`src/rtl/uart_pkg.sv`:
```
`default_nettype none

package uart_pkg;

    // Bit timing
    localparam int TICK_DIV   = 4;     // clk cycles per oversample tick
    localparam int OVERSAMPLE = 16;    // Ticks per bit
    localparam int DATA_BITS  = 8;     // 8N1 only

    // Credit depths
    localparam int RX_CREDITS = 2;     // Echo buffer entries
    localparam int TX_DEPTH   = 4;     // Transmit FIFO entries

    localparam int RESET_STRETCH = 4;  // Extra clk edges of internal reset

    // Hex font table size
    localparam int FONT_DIGITS = 16;   // One glyph per nibble value
    localparam int SEG_WIDTH   = 8;    // Segments a..g plus decimal point

    // Counter widths and terminal values
    localparam int DIV_W    = $clog2(TICK_DIV);
    localparam int OS_W     = $clog2(OVERSAMPLE);
    localparam int BIT_W    = $clog2(DATA_BITS);
    localparam int RXC_W    = $clog2(RX_CREDITS + 1);
    localparam int TXC_W    = $clog2(TX_DEPTH + 1);
    localparam int RX_PTR_W = $clog2(RX_CREDITS);
    localparam int TX_PTR_W = $clog2(TX_DEPTH);

    localparam logic [DIV_W-1:0] DIV_LAST = DIV_W'(TICK_DIV - 1);
    localparam logic [OS_W-1:0]  OS_LAST  = OS_W'(OVERSAMPLE - 1);
    localparam logic [OS_W-1:0]  OS_HALF  = OS_W'(OVERSAMPLE / 2 - 1);  // Mid-bit of start
    localparam logic [BIT_W-1:0] BIT_LAST = BIT_W'(DATA_BITS - 1);

    localparam logic [RXC_W-1:0] RX_CRED_INIT = RXC_W'(RX_CREDITS);
    localparam logic [TXC_W-1:0] TX_CRED_INIT = TXC_W'(TX_DEPTH);

    typedef enum logic [1:0] {RX_IDLE, RX_START, RX_DATA, RX_STOP} rx_state_t;
    typedef enum logic [1:0] {TX_IDLE, TX_START, TX_DATA, TX_STOP} tx_state_t;

endpackage

`default_nettype wire

```
`src/rtl/uart_link_if.sv`:
```
`default_nettype none

// Byte link from the receiver to the application, credit based
interface uart_link_if;

    logic                           valid;      // One-cycle byte strobe
    logic [uart_pkg::DATA_BITS-1:0] data;       // Received byte
    logic                           frame_err;  // Stop bit was low
    logic                           credit;     // One entry freed downstream

    // Credit sender side
    modport src (
        output valid,
        output data,
        output frame_err,
        input  credit
    );

    // Credit receiver side
    modport dst (
        input  valid,
        input  data,
        input  frame_err,
        output credit
    );

endinterface

`default_nettype wire

```
`src/rtl/reset_on_start.sv`:
```
`default_nettype none

// Asynchronous assert, synchronous release
module reset_on_start (
    input  logic clk,
    input  logic rst,
    output logic sys_rst
);

    logic [uart_pkg::RESET_STRETCH-1:0] stretch;  // Ones drain out one per edge

    always_ff @(posedge clk or posedge rst) begin
        if (rst) begin
            stretch <= '1;                        // Force all stages high
        end else begin
            stretch <= {stretch[uart_pkg::RESET_STRETCH-2:0], 1'b0};
        end
    end

    // MSB is the last stage to clear
    assign sys_rst = stretch[uart_pkg::RESET_STRETCH-1];

endmodule

`default_nettype wire

```
`src/rtl/baud_tick_gen.sv`:
```
`default_nettype none

module baud_tick_gen (
    input  logic clk,
    input  logic rst,
    output logic tick
);

    logic [uart_pkg::DIV_W-1:0] div_cnt;  // clk cycles within one tick period

    always_ff @(posedge clk or posedge rst) begin
        if (rst) begin
            div_cnt <= '0;
            tick    <= 1'b0;
        end else begin
            if (div_cnt == uart_pkg::DIV_LAST) begin
                div_cnt <= '0;
            end else begin
                div_cnt <= div_cnt + 1'b1;
            end
            // One-cycle strobe, shared by rx and tx
            tick <= (div_cnt == uart_pkg::DIV_LAST);
        end
    end

endmodule

`default_nettype wire

```
`src/rtl/uart_rx.sv`:
```
`default_nettype none

// 8N1 receiver, 16x oversampled, credit sender on the link
module uart_rx (
    input  logic            clk,
    input  logic            rst,
    input  logic            tick,
    input  logic            rxd,
    uart_link_if.src        link
);

    logic rx_meta;                              // First sync stage
    logic rx_sync;                              // Second sync stage
    logic rx_last;                              // For edge detect
    logic fall;                                 // Start bit edge

    uart_pkg::rx_state_t              state;
    logic [uart_pkg::OS_W-1:0]        tick_cnt;  // Ticks since last sample
    logic [uart_pkg::BIT_W-1:0]       bit_cnt;   // Data bit index
    logic [uart_pkg::DATA_BITS-1:0]   shift_reg; // LSB arrives first
    logic [uart_pkg::RXC_W-1:0]       credits;   // Free entries downstream
    logic                             bit_end;   // Full bit period elapsed
    logic                             take_bit;

    always_ff @(posedge clk or posedge rst) begin
        if (rst) begin
            rx_meta <= 1'b1;                    // Line idles high
            rx_sync <= 1'b1;
            rx_last <= 1'b1;
        end else begin
            rx_meta <= rxd;
            rx_sync <= rx_meta;
            rx_last <= rx_sync;
        end
    end

    assign fall     = rx_last & ~rx_sync;
    assign bit_end  = tick && (tick_cnt == uart_pkg::OS_LAST);
    assign take_bit = (state == uart_pkg::RX_DATA) && bit_end;

    always_ff @(posedge clk or posedge rst) begin
        if (rst) begin
            state          <= uart_pkg::RX_IDLE;
            tick_cnt       <= '0;
            bit_cnt        <= '0;
            link.valid     <= 1'b0;
            link.frame_err <= 1'b0;
        end else begin
            link.valid <= 1'b0;                 // Strobe by default
            case (state)
                uart_pkg::RX_IDLE: begin
                    if (fall) begin             // Edge only, so a stuck-low line waits
                        state    <= uart_pkg::RX_START;
                        tick_cnt <= '0;
                    end
                end
                uart_pkg::RX_START: begin
                    if (tick) begin
                        if (tick_cnt == uart_pkg::OS_HALF) begin
                            // Still low at mid-bit means a real start bit
                            state    <= rx_sync ? uart_pkg::RX_IDLE : uart_pkg::RX_DATA;
                            tick_cnt <= '0;
                            bit_cnt  <= '0;
                        end else begin
                            tick_cnt <= tick_cnt + 1'b1;
                        end
                    end
                end
                uart_pkg::RX_DATA: begin
                    if (bit_end) begin
                        tick_cnt <= '0;
                        if (bit_cnt == uart_pkg::BIT_LAST) begin
                            state <= uart_pkg::RX_STOP;
                        end else begin
                            bit_cnt <= bit_cnt + 1'b1;
                        end
                    end else if (tick) begin
                        tick_cnt <= tick_cnt + 1'b1;
                    end
                end
                default: begin                  // RX_STOP
                    if (bit_end) begin
                        state <= uart_pkg::RX_IDLE;
                        if (credits != '0) begin   // Byte dropped without a credit
                            link.valid     <= 1'b1;
                            link.frame_err <= ~rx_sync;
                        end
                    end else if (tick) begin
                        tick_cnt <= tick_cnt + 1'b1;
                    end
                end
            endcase
        end
    end

    always_ff @(posedge clk) begin
        if (take_bit) begin
            shift_reg <= {rx_sync, shift_reg[uart_pkg::DATA_BITS-1:1]};
        end
    end

    assign link.data = shift_reg;               // Stable from valid until next frame

    always_ff @(posedge clk or posedge rst) begin
        if (rst) begin
            credits <= uart_pkg::RX_CRED_INIT;  // Whole echo buffer free
        end else begin
            case ({link.valid, link.credit})
                2'b10:   credits <= credits - 1'b1;
                2'b01:   credits <= credits + 1'b1;
                default: credits <= credits;    // Both or neither
            endcase
        end
    end

endmodule

`default_nettype wire

```
`src/rtl/uart_tx.sv`:
```
`default_nettype none

// Transmit FIFO plus 8N1 serializer
module uart_tx (
    input  logic       clk,
    input  logic       rst,
    input  logic       tick,
    input  logic       tx_valid,
    input  logic [7:0] tx_data,
    output logic       tx_credit,
    output logic       txd
);

    logic [uart_pkg::DATA_BITS-1:0] mem [uart_pkg::TX_DEPTH];
    logic [uart_pkg::TX_PTR_W-1:0]  wr_ptr;
    logic [uart_pkg::TX_PTR_W-1:0]  rd_ptr;
    logic [uart_pkg::TXC_W-1:0]     count;     // Entries held
    logic [uart_pkg::DATA_BITS-1:0] head;      // Byte on the wire

    uart_pkg::tx_state_t            state;
    logic [uart_pkg::OS_W-1:0]      tick_cnt;
    logic [uart_pkg::BIT_W-1:0]     bit_cnt;
    logic                           bit_end;
    logic                           pop;       // Stop bit done

    assign head    = mem[rd_ptr];
    assign bit_end = tick && (tick_cnt == uart_pkg::OS_LAST);
    assign pop     = (state == uart_pkg::TX_STOP) && bit_end;

    // Sender holds a credit, so a write always finds space
    always_ff @(posedge clk) begin
        if (tx_valid) begin
            mem[wr_ptr] <= tx_data;
        end
    end

    always_ff @(posedge clk or posedge rst) begin
        if (rst) begin
            wr_ptr    <= '0;
            rd_ptr    <= '0;
            count     <= '0;
            tx_credit <= 1'b0;
        end else begin
            if (tx_valid) begin
                wr_ptr <= wr_ptr + 1'b1;
            end
            if (pop) begin
                rd_ptr <= rd_ptr + 1'b1;        // Entry kept until frame ends
            end
            case ({tx_valid, pop})
                2'b10:   count <= count + 1'b1;
                2'b01:   count <= count - 1'b1;
                default: count <= count;
            endcase
            tx_credit <= pop;                   // Credit back per finished frame
        end
    end

    always_ff @(posedge clk or posedge rst) begin
        if (rst) begin
            state    <= uart_pkg::TX_IDLE;
            tick_cnt <= '0;
            bit_cnt  <= '0;
            txd      <= 1'b1;                   // Idle line
        end else begin
            if (tick && !bit_end) begin
                tick_cnt <= tick_cnt + 1'b1;
            end
            case (state)
                uart_pkg::TX_IDLE: begin
                    if (tick && count != '0) begin   // Align to tick boundary
                        state    <= uart_pkg::TX_START;
                        tick_cnt <= '0;
                        txd      <= 1'b0;       // Start bit
                    end
                end
                uart_pkg::TX_START: begin
                    if (bit_end) begin
                        state    <= uart_pkg::TX_DATA;
                        tick_cnt <= '0;
                        bit_cnt  <= '0;
                        txd      <= head[0];    // LSB first
                    end
                end
                uart_pkg::TX_DATA: begin
                    if (bit_end) begin
                        tick_cnt <= '0;
                        if (bit_cnt == uart_pkg::BIT_LAST) begin
                            state <= uart_pkg::TX_STOP;
                            txd   <= 1'b1;      // Stop bit
                        end else begin
                            bit_cnt <= bit_cnt + 1'b1;
                            txd     <= head[bit_cnt + 1'b1];
                        end
                    end
                end
                default: begin                  // TX_STOP
                    if (bit_end) begin
                        state    <= uart_pkg::TX_IDLE;
                        tick_cnt <= '0;
                    end
                end
            endcase
        end
    end

endmodule

`default_nettype wire

```
`src/rtl/byte_display.sv`:
```
`default_nettype none

// Echo buffer, case converter, byte counters and hex display
module byte_display (
    input  logic       clk,
    input  logic       rst,
    uart_link_if.dst   link,
    output logic       tx_valid,
    output logic [7:0] tx_data,
    input  logic       tx_credit,
    output logic [7:0] ss1,
    output logic [7:0] ss0,
    output logic [7:0] left,
    output logic [7:0] right
);

    logic [uart_pkg::DATA_BITS-1:0] fifo_mem [uart_pkg::RX_CREDITS];
    logic [uart_pkg::RX_PTR_W-1:0]  wr_ptr;
    logic [uart_pkg::RX_PTR_W-1:0]  rd_ptr;
    logic [uart_pkg::RXC_W-1:0]     fifo_count;  // Echo buffer occupancy
    logic [uart_pkg::TXC_W-1:0]     tx_cred;     // Free tx FIFO entries
    logic [uart_pkg::DATA_BITS-1:0] shown;       // Last good byte
    logic                           good;
    logic                           bad;
    logic                           send;

    // Active-high segments, bit 0 is a, bit 6 is g, no decimal point
    function automatic logic [uart_pkg::SEG_WIDTH-1:0] hex_seg(
        input logic [$clog2(uart_pkg::FONT_DIGITS)-1:0] nib
    );
        case (nib)
            4'h0:    hex_seg = 8'h3F;
            4'h1:    hex_seg = 8'h06;
            4'h2:    hex_seg = 8'h5B;
            4'h3:    hex_seg = 8'h4F;
            4'h4:    hex_seg = 8'h66;
            4'h5:    hex_seg = 8'h6D;
            4'h6:    hex_seg = 8'h7D;
            4'h7:    hex_seg = 8'h07;
            4'h8:    hex_seg = 8'h7F;
            4'h9:    hex_seg = 8'h6F;
            4'hA:    hex_seg = 8'h77;
            4'hB:    hex_seg = 8'h7C;             // Lower-case b
            4'hC:    hex_seg = 8'h39;
            4'hD:    hex_seg = 8'h5E;             // Lower-case d
            4'hE:    hex_seg = 8'h79;
            default: hex_seg = 8'h71;
        endcase
    endfunction

    // a..z becomes A..Z, everything else passes
    function automatic logic [7:0] to_upper(input logic [7:0] c);
        to_upper = (c >= 8'h61 && c <= 8'h7A) ? (c & 8'hDF) : c;
    endfunction

    assign good = link.valid & ~link.frame_err;
    assign bad  = link.valid & link.frame_err;
    // One send at a time, and never alongside an error credit
    assign send = (fifo_count != '0) && (tx_cred != '0) && !tx_valid && !bad;

    always_ff @(posedge clk) begin
        if (good) begin
            fifo_mem[wr_ptr] <= to_upper(link.data);
        end
        if (send) begin
            tx_data <= fifo_mem[rd_ptr];
        end
    end

    always_ff @(posedge clk or posedge rst) begin
        if (rst) begin
            wr_ptr      <= '0;
            rd_ptr      <= '0;
            fifo_count  <= '0;
            tx_valid    <= 1'b0;
            link.credit <= 1'b0;
            shown       <= '0;
            left        <= '0;
            right       <= '0;
        end else begin
            if (good) begin
                wr_ptr <= wr_ptr + 1'b1;
                shown  <= link.data;          // Original byte, not the echo
                left   <= left + 1'b1;        // Wraps at 256
            end
            if (bad) begin
                right <= right + 1'b1;        // Dropped, only counted
            end
            if (send) begin
                rd_ptr <= rd_ptr + 1'b1;
            end
            case ({good, send})
                2'b10:   fifo_count <= fifo_count + 1'b1;
                2'b01:   fifo_count <= fifo_count - 1'b1;
                default: fifo_count <= fifo_count;
            endcase
            tx_valid    <= send;
            link.credit <= send | bad;        // Entry freed or byte dropped
        end
    end

    // Credits into uart_tx, spent when tx_valid is seen
    always_ff @(posedge clk or posedge rst) begin
        if (rst) begin
            tx_cred <= uart_pkg::TX_CRED_INIT;
        end else begin
            case ({tx_valid, tx_credit})
                2'b10:   tx_cred <= tx_cred - 1'b1;
                2'b01:   tx_cred <= tx_cred + 1'b1;
                default: tx_cred <= tx_cred;
            endcase
        end
    end

    assign ss1 = hex_seg(shown[7:4]);         // High nibble
    assign ss0 = hex_seg(shown[3:0]);

endmodule

`default_nettype wire

```
`src/rtl/uart_board_top.sv`:
```
`default_nettype none

// Serial echo terminal, board-level wrapper
module uart_board_top (
    input  logic       clk,
    input  logic       rst,
    input  logic       rx,
    output logic       tx,
    output logic       cts_n,
    output logic [7:0] ss1,
    output logic [7:0] ss0,
    output logic [7:0] left,
    output logic [7:0] right
);

    logic       sys_rst;      // Stretched, synchronously released
    logic       tick;         // 16x oversample strobe
    logic       tx_valid;
    logic [7:0] tx_data;
    logic       tx_credit;

    uart_link_if link_if ();  // rx to application

    assign cts_n = 1'b0;      // Sender never needs to pause

    reset_on_start reset_inst (
        .clk     (clk),
        .rst     (rst),
        .sys_rst (sys_rst)
    );

    baud_tick_gen tick_inst (
        .clk  (clk),
        .rst  (sys_rst),
        .tick (tick)
    );

    uart_rx rx_inst (
        .clk  (clk),
        .rst  (sys_rst),
        .tick (tick),
        .rxd  (rx),
        .link (link_if.src)
    );

    byte_display display_inst (
        .clk       (clk),
        .rst       (sys_rst),
        .link      (link_if.dst),
        .tx_valid  (tx_valid),
        .tx_data   (tx_data),
        .tx_credit (tx_credit),
        .ss1       (ss1),
        .ss0       (ss0),
        .left      (left),
        .right     (right)
    );

    uart_tx tx_inst (
        .clk       (clk),
        .rst       (sys_rst),
        .tick      (tick),
        .tx_valid  (tx_valid),
        .tx_data   (tx_data),
        .tx_credit (tx_credit),
        .txd       (tx)
    );

endmodule

`default_nettype wire

```
`config.mk`:
```
export PLATFORM = sky130hd
export DESIGN_NAME = uart_board_top
export DESIGN_NICKNAME = d
export VERILOG_FILES = /design/src/rtl/uart_pkg.sv /design/src/rtl/uart_link_if.sv /design/src/rtl/reset_on_start.sv /design/src/rtl/baud_tick_gen.sv /design/src/rtl/uart_rx.sv /design/src/rtl/uart_tx.sv /design/src/rtl/byte_display.sv /design/src/rtl/uart_board_top.sv
export SDC_FILE = /design/constraint.sdc
export NUM_CORES = 1
export LEC_CHECK = 0
export ABC_AREA = 1
export BUFFER_PORTS_ARGS = -buffer_cell sky130_fd_sc_hd__buf_2
export CAP_MARGIN = 10
export CORE_MARGIN = 8
export CORE_UTILIZATION = 25
export DETAILED_ROUTE_END_ITERATION = 8
export PLACE_DENSITY_LB_ADDON = 0.1
export SETUP_SLACK_MARGIN = 0.3
export SYNTH_ARGS = -nofsm -noshare
export SYNTH_HDL_FRONTEND = slang
export SYNTH_HIERARCHICAL = 1
export SYNTH_SLANG_ARGS = --single-unit
export TNS_END_PERCENT = 100
```
`constraint.sdc`:
```
create_clock -name clk -period 2.45 [get_ports clk]
set_input_delay 0.245 -clock clk [delete_from_list [all_inputs] [get_ports clk]]
set_output_delay 0.245 -clock clk [all_outputs]
set_load 0.05 [all_outputs]
```
After elaboration in Yosys (flattened, before gate mapping)
Memory sizes are Yosys's and may differ from the RTL's. A register that Yosys moved wholly into a read port is not among the register bits.
Cells that the tools add are included.
{ "word_totals": {"input_bits": 3, "memories": 4, "regBits": 82, "wordCells": 184, "mem_bits_rw": 48, "out_inout_bits": 34, "rom_bits": 224} }
{ "classes": {"eq_ne": 31, "n_bitwise": 7, "add_sub_neg": 19, "n_reduce_logical": 36, "muxes": 54, "n_lt_le_gt_ge": 3} }
{ "mem_list": {"columns": ["memory", "depth", "word_bits", "read_ports", "rd_ports_with_merged_regs", "write_ports", "line", "text"], "rows": [
  ["(name not given)", 16, 7, 1, 0, 0, "byte_display.sv:31", "case (nib)"],
  ["(name not given)", 16, 7, 1, 0, 0, "byte_display.sv:31", null],
  ["tx_inst.mem", 4, 8, 1, 0, 1, "uart_tx.sv:14", "logic [uart_pkg::DATA_BITS-1:0] mem [uart_pkg::TX_DEPTH];"],
  ["display_inst.fifo_mem", 2, 8, 1, 1, 1, "byte_display.sv:17", "logic [uart_pkg::DATA_BITS-1:0] fifo_mem [uart_pkg::RX_CREDITS];"]
]} }
{ "ops": {"columns": ["cell", "n"], "rows": [
  ["$mux W4", 10],
  ["$mux W2", 13],
  ["$pmux W3 S2", 4],
  ["$mux W3", 7],
  ["$reduce_bool A2 Y1", 9],
  ["$add A8 B1 Y8 const B", 2],
  ["$eq A2 B2 Y1 const B", 8],
  ["$ne A2 B1 Y1 const B", 7],
  ["$add A3 B1 Y3 const B", 4],
  ["$eq A2 B1 Y1 const B", 6],
  ["$mux W1", 12],
  ["$pmux W2 S3", 2],
  ["$pmux W4 S3", 1],
  ["$reduce_bool A3 Y1", 4],
  ["$add A2 B1 Y2 const B", 5],
  ["$logic_and A1 B1 Y1", 10],
  ["$reduce_and A5 Y1", 2],
  ["$add A4 B1 Y4 const B", 2],
  ["$eq A4 B4 Y1 const B", 2],
  ["$ge A8 B7 Y1 const B", 1],
  ["$le A8 B7 Y1 const B", 1],
  ["$ne A2 B2 Y1 const B", 4],
  ["$pmux W2 S2", 2],
  ["$reduce_and A4 Y1", 2],
  ["other kinds (18)", 30]
]} }

Depth between registers and ports, before layout
Gate-level depths: netlist of the first run.
{ "logic_depth": {"depth_word": 7, "mapped_depth": 14, "ltp_nobuf": 13} }

By module
Netlist of the first run, hierarchy kept.
{ "by_module_without_submodules": {"columns": ["mod", "n_inst", "seq_area_each_um2", "cells_per_inst", "area_per_inst_um2"], "rows": [
  ["byte_display", 1, 1547.7, 321, 2879.0],
  ["uart_tx", 1, 1412.6, 248, 2411.1],
  ["uart_rx", 1, 645.6, 126, 1223.7],
  ["reset_on_start", 1, 105.1, 6, 112.6],
  ["baud_tick_gen", 1, 75.1, 6, 95.1],
  ["uart_board_top", 1, 0.0, 2, 11.3]
]} }

Worst setup path before layout of the first run
OpenSTA, ideal clock, no wires.
{ "synth_timing": {"path_kind": "register to output", "startpoint": "register display_inst/shown[1] (netlist bit)", "endpoint": "output port ss0[0]", "path_slack_ns": 0.289, "stages_incl_launch_ff": 6, "required_ns": 2.205, "t_arrival_ns": 1.916, "cell_sequence": "dfrtp_1 -> inv_1 -> ha_1 -> inv_1 -> o21ai_0 -> o21ai_0"} }
{ "synth_between": {"elab_chain_len": 1} }
{ "synth_lines": {"columns": ["item", "line", "text"], "rows": [
  ["from (decl)", "byte_display.sv:22", "logic [uart_pkg::DATA_BITS-1:0] shown;"],
  ["from (signal assigned)", "byte_display.sv:83", "shown <= link.data;"],
  ["$mem_v2 Z16 W7", null, null],
  ["to (decl)", "uart_board_top.sv:11", "output logic [7:0] ss0,"]
]} }
No other way between the ends.

Worst setup path after layout of the first run
{ "layout_timing": {"startpoint": "register tx_inst/tick_cnt[1] (netlist bit)", "endpoint": "register tx_inst/count[2] (netlist bit)"} }
{ "layout_between": {"elab_chain_len": 5, "elab_cells_between_ends": 7, "cone_classes": "eq/ne: 3; mux: 1; reduce/logical: 3"} }
{ "layout_lines": {"columns": ["item", "line", "text"], "rows": [
  ["from (decl)", "uart_tx.sv:21", "logic [uart_pkg::OS_W-1:0] tick_cnt;"],
  ["from (signal assigned)", "uart_tx.sv:67", "tick_cnt <= tick_cnt + 1'b1;"],
  ["$eq A4 B4 Y1 *", "uart_tx.sv:27", "assign bit_end = tick && (tick_cnt == uart_pkg::OS_LAST);"],
  ["$logic_and A1 B1 Y1 *", "uart_tx.sv:27", null],
  ["$logic_and A1 B1 Y1 *", "uart_tx.sv:28", "assign pop = (state == uart_pkg::TX_STOP) && bit_end;"],
  ["net tx_inst.pop", "uart_tx.sv:24", "logic pop;"],
  ["$eq A2 B1 Y1 / $eq A2 B2 Y1 (equally long branches)", "uart_tx.sv:50", "case ({tx_valid, pop})"],
  ["$pmux W3 S2 / $reduce_bool A2 Y1 (equally long branches)", null, null],
  ["to (signal assigned)", "uart_tx.sv:51", "2'b10: count <= count + 1'b1;"],
  ["to (signal assigned)", "uart_tx.sv:52", "2'b01: count <= count - 1'b1;"],
  ["to (signal assigned)", "uart_tx.sv:53", "default: count <= count;"],
  ["to (decl)", "uart_tx.sv:17", "logic [uart_pkg::TXC_W-1:0] count;"]
]} }
The timed path passes the listed nets; every way through them passes the cells marked *.
A chain may end at the register's enable or synchronous reset.

==> flow_summary.toml, run 1 <==
[outcome]
status = "complete, no violations"

[cts]
path_clk_slew_ps = 60
clk_latency_ps = 410
clock-sinks = 138
root_buffer = "clkbuf_16"
htree_levels = 4
cts_made_buffers = 17
cts_tree = "done"
clockBufferDepth = 2

[placed_design]
portBuffers = 33
globalplace.congestion = 0.768
dp_hpwl_mm = 9.60
dpl_cell_area_um2 = 7300

[drt]
vias = 4608
drt-total-wl_mm = 13.4
route.detailed.drc = 0
postRouteAntennaNets = 0
wire_per_inst_um = 11.9
avgViaCountPerCell = 4.11
dr.pass1.iters = 4
dr.first_iter.drc_count = 169

[sta]
setup_viol = 0
hold_viol_final = 0
fin_setup_tns_ps = 0
clock-skew-final_ps = 7.48
worstMarginPinSlew_ps = 765
rsz0062_at_grt = "yes"
finalCritPeriodShare = 0.833
clock.fmax_mhz = 490
slew_headroom = 0.489
slew_violations = 0
min_period_ps = 2040

[synthesis]
synth_top_cell_area_share = 0.285
synth-edff-count = 64
postSynth.asyncResetShare = 0.536
ys_seq_area_frac = 0.562
ys_types = 45
yosys-top-cells-area = "edfxtp_1, dfrtp_1, nand2_1"
syn_area_per_cell_um2 = 9.50
synth_area_um2 = 6730
yosys-top-cells-count = "nand2_1, inv_1, dfrtp_1, edfxtp_1, nand3_1"
ys_ff_latch = 138
ys.flop_type = "edfxtp_1"
netlist_instances = 709
yosysMostFrequentCell = "nand2_1"
yosysTopAreaCell = "edfxtp_1"
yosysWarningCount = 6

[setup_path]
crit_required_ps = 2740
worstSetupPathType = "reg2reg"
cp-end-kind = "flop"
path_max_fanout = 4
arrival_ps = 2330
reg2regPathDepth = 13
crit_path_start_kind = "flop"

[global_route]
grt_max_degree = 34
grt_pass1_vias = 4872
gr-usage-all-layers = 0.0871
antenna_found_initial = 0
grt_pass1_wl_mm = 23.3
grt_overflow_total = 0

[cells_and_area]
finalInstanceArea_um2 = 8030
n_antenna_cell = 0
area_growth_pct = 19.3
nNetsFinal = 808
drive_above_1_share = 0.174

[floorplan]
die_area_um2 = 32400
start_util = 0.252
core_um2 = 26700
dieHeight_um = 180
die_w_um = 180
ioPinCount = 37
rows = 60

[hold_path]
min_path_type = "reg2async"

[power_and_ir_drop]
ir_worst_vdd_mv = 0.442
p_per_area_nw_per_um2 = 688
leakagePower_nw = 3.69
total_power_mw = 5.52

[job]
drv_cap = 0
-- final cells by class --
| class | instances | area, µm² |
|---|---|---|
| multi-input cells | 446 | 2470 |
| fillers | 2804 | 18700 |
| inverters | 114 | 430 |
| clock inverters | 11 | 118 |
| clock buffers | 21 | 482 |
| flip-flops and latches | 138 | 3790 |
| well taps | 341 | 427 |
| repair buffers | 51 | 313 |
-- through the flow --
step	cells	util	hold slack, ps	worst slack [ps]
floorplan	710	-	120	312
global placement	1078	0.273	144	248
detailed placement	1078	0.273	148	205
CTS	1115	0.297	157	301
global route	1122	0.301	173	259
finish	1122	0.301	146	408
-- routing by layer --
metal,global-route usage,vias to the layer above,routed length (µm)
met1,0.107,2164,6430
met3,0.0256,7,524
met4,0.0321,0,106
met5,0,-,0
li1,-,2362,-
met2,0.143,75,6340
-- repair_timing --
action                                  in CTS  in global routing
buffers inserted                             3                  7
hold endpoints to repair                     5                  0
gates resized for setup                      5                 16
endpoints found under the setup margin       1                  8
hold buffers                                 2                  0
pin swaps                                    2                  6
-- report_power, final --
group / total (mW) / internal (mW) / leakage, nW / switching, mW
sequential: 2.55 / 2.47 / 1.54 / 0.0719
combinational: 0.423 / 0.142 / 1.85 / 0.281
clock: 2.55 / 1.61 / 0.295 / 0.946
total: 5.52 / 4.22 / 3.69 / 1.30
-- cell families after synthesis --
kind of cell | synth area share
flip-flops | 0.562
multiplexers | 0.00167
AO/OA/AOI/OAI | 0.0509
other | 0.00167
XOR/XNOR | 0.0234
adder cells (fa/ha/maj) | 0.0710
AND/OR/NAND/NOR | 0.214
buffers and inverters | 0.0751
-- path summary, 6_finish.rpt --
| path | slack, ps | endpoint | from |
|---|---|---|---|
| min in group clk | 350 | reset_inst/stretch[3] | reset_inst/stretch[2] |
| max in group asynchronous | 1550 | tx_inst/wr_ptr[0] | reset_inst/stretch[3] |
| worst max register to register | 410 | tx_inst/count[2] | tx_inst/tick_cnt[1] |
| worst min-delay path | 150 | tick_inst/div_cnt[0] | reset_inst/stretch[3] |
| worst min register to register | 150 | tick_inst/div_cnt[0] | reset_inst/stretch[3] |
| worst max-delay path | 410 | tx_inst/count[2] | tx_inst/tick_cnt[1] |
-- sequential cells by signal, indices dropped and copies added, names as in the netlist, 2 cells and up --
register                 flops
display_inst/shown           8
tx_inst/wr_ptr               2
display_inst/tx_cred         3
display_inst/left            8
tick_inst/div_cnt            2
display_inst/fifo_count      2
tx_inst/state                2
rx_inst/link.data            8
rx_inst/state                2
display_inst/fifo_mem       16
tx_inst/mem                 32
rx_inst/tick_cnt             4
tx_inst/rd_ptr               2
reset_inst/stretch           4
display_inst/tx_data         8
tx_inst/count                3
rx_inst/credits              2
display_inst/right           8
rx_inst/bit_cnt              3
tx_inst/tick_cnt             4
tx_inst/bit_cnt              3
-- critical path, cell delays in order (launching register included) --
cell	delay (ps)
dfrtp_1	360
ha_2	190
inv_2	50
nor3_4	130
nand2_2	80
inv_2	80
nand2_2	60
inv_2	90
ha_4	130
inv_2	50
fa_2	370
a21oi_2	120
o21ai_1	80
xnor2_1	130
-- placed cells by master, fill, tap and decap left out, types with 12 or more instances in the layout --
| master | instances |
|---|---|
| inv_1 | 100 |
| ha_1 | 33 |
| clkbuf_16 | 18 |
| nand2_1 | 200 |
| dfrtp_1 | 62 |
| nor2_1 | 43 |
| buf_2 | 30 |
| inv_2 | 12 |
| buf_4 | 18 |
| nand3_1 | 46 |
| edfxtp_1 | 64 |
| o21ai_0 | 32 |
Power figures use the tool's default switching activity.
==> run 2, diff against run 1 <==
==> constraint.sdc (replaced) <==
create_clock -name clk -period 2.1 [get_ports clk]
set_input_delay 0.21 -clock clk [delete_from_list [all_inputs] [get_ports clk]]
set_output_delay 0.21 -clock clk [all_outputs]
set_load 0.05 [all_outputs]
==> flow_summary.toml, run 2 (synthesized netlist as in run 1, its figures left out) <==
[outcome]
status = "complete, no violations"

[setup_path]
crit_path_start_kind = "flop"
critical_path.slowest_cell = "dfrtp_1"
cp-end-kind = "output pin"
path_max_fanout = 4
path_cells = "inv_2 > ha_4 > nand2_1 > nand2_1 > nor2_1 > a31oi_2 > buf_6"
worst_path_most_repeated_cell = "nand2_1"
cp_top_family = "flip-flops"
arrival_ps = 1730
crit_required_ps = 1890
worstSetupStartpoint = "display_inst/shown[5]"
slowest_delay_ps = 400
worstSetupPathType = "reg2out"
crit_buf_inv = 2
rr_startpoint = "tx_inst/tick_cnt[0]"

[cells_and_area]
area_growth_pct = 29.1
finalInstanceArea_um2 = 8690
final_common_cell = "nand2_1"
reg_top3 = "tx_inst/mem (32), display_inst/fifo_mem (16)"
nFillCells = 2755
fin_cells = 1150
n_antenna_cell = 0
utilization = 0.325
drive_above_1_share = 0.268
nNetsFinal = 836
top_register = "tx_inst/mem"
largest_register_ff_count = 32
final_cell_mix = "nand2_1, inv_1, edfxtp_1"

[job]
drv_cap = 0

[drt]
dr_wl_met2_mm = 6.97
dr.first_iter.drc_count = 226
postRouteAntennaNets = 0
avgViaCountPerCell = 4.12
wire_per_inst_um = 12.4
drt-total-wl_mm = 14.2
drt-met1-wl_mm = 6.59
vias = 4736
wl_met3_um = 491
dr.pass1.iters = 6
routed.top_layer = "met4"
route.detailed.drc = 0

[global_route]
grt_overflow_total = 0
gr-usage-all-layers = 0.0911
grt_pass1_vias = 5085
antenna_found_initial = 0
grt_pass1_wl_mm = 24.4
grt_max_degree = 34

[floorplan]
rows = 60
ioPinCount = 37
dieHeight_um = 180
core_um2 = 26700
die_area_um2 = 32400
start_util = 0.252
die_w_um = 180

[power_and_ir_drop]
p_sw_mw = 1.57
power_frac_comb = 0.076
p_per_area_nw_per_um2 = 754
internal-power_mw = 4.98
seq_power_share = 0.453
total_power_mw = 6.56
p_sw_frac = 0.240
p_clk_frac = 0.471
ir_worst_vdd_mv = 0.426
leakagePower_nw = 3.92

[sta]
fin_setup_tns_ps = 0
slew_violations = 0
rsz0062_at_grt = "yes"
min_period_ps = 1940
finalCritPeriodShare = 0.923
slew_headroom = 0.499
hold_viol_final = 0
holdWs_ps = 145
worstMarginPinSlew_ps = 751
setup_viol = 0
timing.final.ws_setup_ps = 161
clock-skew-final_ps = 9.03
clock.fmax_mhz = 516

[cts]
clockBufferDepth = 2
path_clk_slew_ps = 60
cts_tree = "done"
clk_latency_ps = 420
htree_levels = 4
clock-sinks = 138
root_buffer = "clkbuf_16"
cts_made_buffers = 17

[placed_design]
dpl_cell_area_um2 = 7370
portBuffers = 33
dp_slack_ps = 39.7
globalplace.congestion = 0.735
place_inst = 1084
dp_hpwl_mm = 9.62

[hold_path]
min_path_type = "reg2async"
run 2: power groups by stage:
stage	sequential [mW]	combinational, mW	clock (mW)
2_1_floorplan	3.00	0.411	0
3_3_place_gp	3.02	0.485	0
3_5_place_dp	3.02	0.491	0
4_1_cts	2.97	0.493	3.21
5_1_grt	2.98	0.563	3.32
6_report	2.97	0.495	3.09
run 2: final cells by class:
class                      instances  area (µm²)  area share
sequential                       138        3790       0.436
multi-input combinational        446        2750       0.317
timing repair buffer              79         653      0.0751
clock buffer                      22         529      0.0609
inverter                         114         443      0.0510
tap                              341         427      0.0491
clock inverter                    10        98.8      0.0114
run 2: worst paths after layout:
check,to,depth (start not counted),slack (ps)
worst max-delay path,ss1[3],7,160
worst min-delay path,tick_inst/tick,1,140
worst max register to register,tx_inst/count[2],13,160
worst min register to register,tick_inst/tick,1,140
max in group asynchronous,tx_inst/tick_cnt[3],1,1210
min in group clk,reset_inst/stretch[2],0,360
run 2: routing by layer:
metal | vias to the layer above | global-route usage
met5 | - | 0
met4 | 0 | 0.0354
met3 | 15 | 0.0262
met2 | 58 | 0.154
met1 | 2239 | 0.108
li1 | 2424 | -
run 2: repair_timing:
action,4_1_cts,5_1_grt
setup endpoints to repair,16,30
hold buffers,2,0
pin swaps,13,21
resized for setup,57,66
setup buffers,18,14
endpoints found under the hold margin,5,0
==> run 3, diff against run 2 <==
--- a/config.mk
+++ b/config.mk
@@ -11,7 +11,7 @@
 export CORE_MARGIN = 8
 export CORE_UTILIZATION = 25
 export DETAILED_ROUTE_END_ITERATION = 8
-export PLACE_DENSITY_LB_ADDON = 0.1
+export PLACE_DENSITY = 0.38
 export SETUP_SLACK_MARGIN = 0.3
 export SYNTH_ARGS = -nofsm -noshare
 export SYNTH_HDL_FRONTEND = slang
==> flow_summary.toml, run 3 (synthesized netlist as in run 1, its figures left out) <==
[sta]
worstMarginPinSlew_ps = 763
hold_viol_final = 0
min_period_ps = 1980
timing.final.ws_setup_ps = 119
setup_viol = 0
slew_violations = 0
clock.fmax_mhz = 505
rsz0062_at_grt = "yes"
clock-skew-final_ps = 5.65
slew_headroom = 0.491
fin_setup_tns_ps = 0
finalCritPeriodShare = 0.944
holdWs_ps = 147

[cells_and_area]
final_cell_mix = "nand2_1, inv_1, edfxtp_1"
nFillCells = 2768
nNetsFinal = 834
final_common_cell = "nand2_1"
ff_latch_area_um2 = 3790
fin_cells = 1148
reg_top3 = "tx_inst/mem (32), display_inst/fifo_mem (16)"
n_antenna_cell = 0
largest_register_ff_count = 32
area_growth_pct = 28.9
multi_input_area_um2 = 2760
finalInstanceArea_um2 = 8680
top_register = "tx_inst/mem"
drive_above_1_share = 0.281
utilization = 0.325

[cts]
htree_levels = 4
cts_made_buffers = 17
clk_latency_ps = 410
clock-sinks = 138
root_buffer = "clkbuf_16"
clockBufferDepth = 2
cts_tree = "done"
path_clk_slew_ps = 60

[drt]
wire_per_inst_um = 12.2
drt-total-wl_mm = 14.0
vias = 4690
dr.first_iter.drc_count = 221
avgViaCountPerCell = 4.09
postRouteAntennaNets = 0
route.detailed.drc = 0
dr.pass1.iters = 4

[global_route]
grt_pass1_wl_mm = 23.5
grt_overflow_total = 0
grt_max_degree = 34
grt_pass1_vias = 4765
antenna_found_initial = 0
gr-usage-all-layers = 0.0883

[setup_path]
worst_path_most_repeated_cell = "inv_2"
crit_path_start_kind = "flop"
worstSetupPathType = "reg2reg"
reg2regPathDepth = 14
crit_buf_inv = 8
cp_num_cells = 14
path_cells = "ha_2 > inv_2 > nor3_4 > nand2_2 > inv_2 > buf_4 > buf_6 > buf_4 > buf_6 > or2_1 > nand2_2 > buf_12 > inv_2 > nor3_2"
critical_path.slowest_cell = "dfrtp_1"
crit_required_ps = 2430
path_max_fanout = 3
cp_top_family = "buffers and inverters"
slowest_delay_ps = 390
arrival_ps = 2310
cp-end-kind = "flop"

[floorplan]
die_w_um = 180
dieHeight_um = 180
core_um2 = 26700
die_area_um2 = 32400
ioPinCount = 37
rows = 60
start_util = 0.252

[placed_design]
dp_slack_ps = 31.4
dpl_cell_area_um2 = 7390
globalplace.congestion = 0.712
place_inst = 1087
dp_hpwl_mm = 9.30
portBuffers = 33

[power_and_ir_drop]
total_power_mw = 6.56
ir_worst_vdd_mv = 0.469
p_per_area_nw_per_um2 = 755
leakagePower_nw = 3.91

[hold_path]
min_path_type = "reg2async"

[outcome]
status = "complete, no violations"

[job]
drv_cap = 0
## run 3: area by class of cell
type,count,share of cell area
Clock buffer,17,0.0490
Inverter,114,0.0510
Timing Repair Buffer,77,0.0749
Multi-Input combinational cell,446,0.318
Sequential cell,138,0.437
Tap cell,341,0.0491
Clock inverter,15,0.0208
## run 3: worst register-to-register path, cell delays in order, from the launching register on
cell     delay (ps)
dfrtp_1         390
ha_2            190
inv_2            70
nor3_4           40
nand2_2          90
inv_2            40
buf_4           120
buf_6           100
buf_4           120
buf_6           100
or2_1           220
nand2_2         110
buf_12          110
inv_2            50
nor3_2          130
## run 3: path summary, 6_finish.rpt
check                                         to                  start  slack [ps]
setup / recovery             tx_inst/tick_cnt[1]    tx_inst/tick_cnt[1]         120
hold / removal              tick_inst/div_cnt[0]  reset_inst/stretch[3]         150
setup reg to reg             tx_inst/tick_cnt[1]    tx_inst/tick_cnt[1]         120
hold reg to reg             tick_inst/div_cnt[0]  reset_inst/stretch[3]         150
max in group asynchronous      tx_inst/wr_ptr[0]  reset_inst/stretch[3]        1200
min in group clk           reset_inst/stretch[2]  reset_inst/stretch[1]         350
## run 3: repair_timing
action / CTS / global route
pin swaps: 14 / 25
hold buffers: 2 / 0
resized for setup: 55 / 80
setup endpoints to repair: 16 / 34
setup buffers: 16 / 11
endpoints found under the hold margin: 5 / 0
## run 3: power by group
group          internal (mW)  switching, mW  leakage (nW)  total (mW)
Combinational          0.172          0.319          2.09       0.491
Clock                   1.97           1.13         0.295        3.09
Sequential              2.89         0.0844          1.53        2.97
Total                   5.02           1.53          3.91        6.56
## run 3: metal layers
metal	track usage	vias to the layer above	share of wire	routed length, µm
li1	-	2419	-	-
met1	0.112	2195	0.49	6900
met2	0.142	65	0.46	6530
met3	0.0272	11	0.032	451
met4	0.0281	0	0.011	153
met5	0	-	0	0
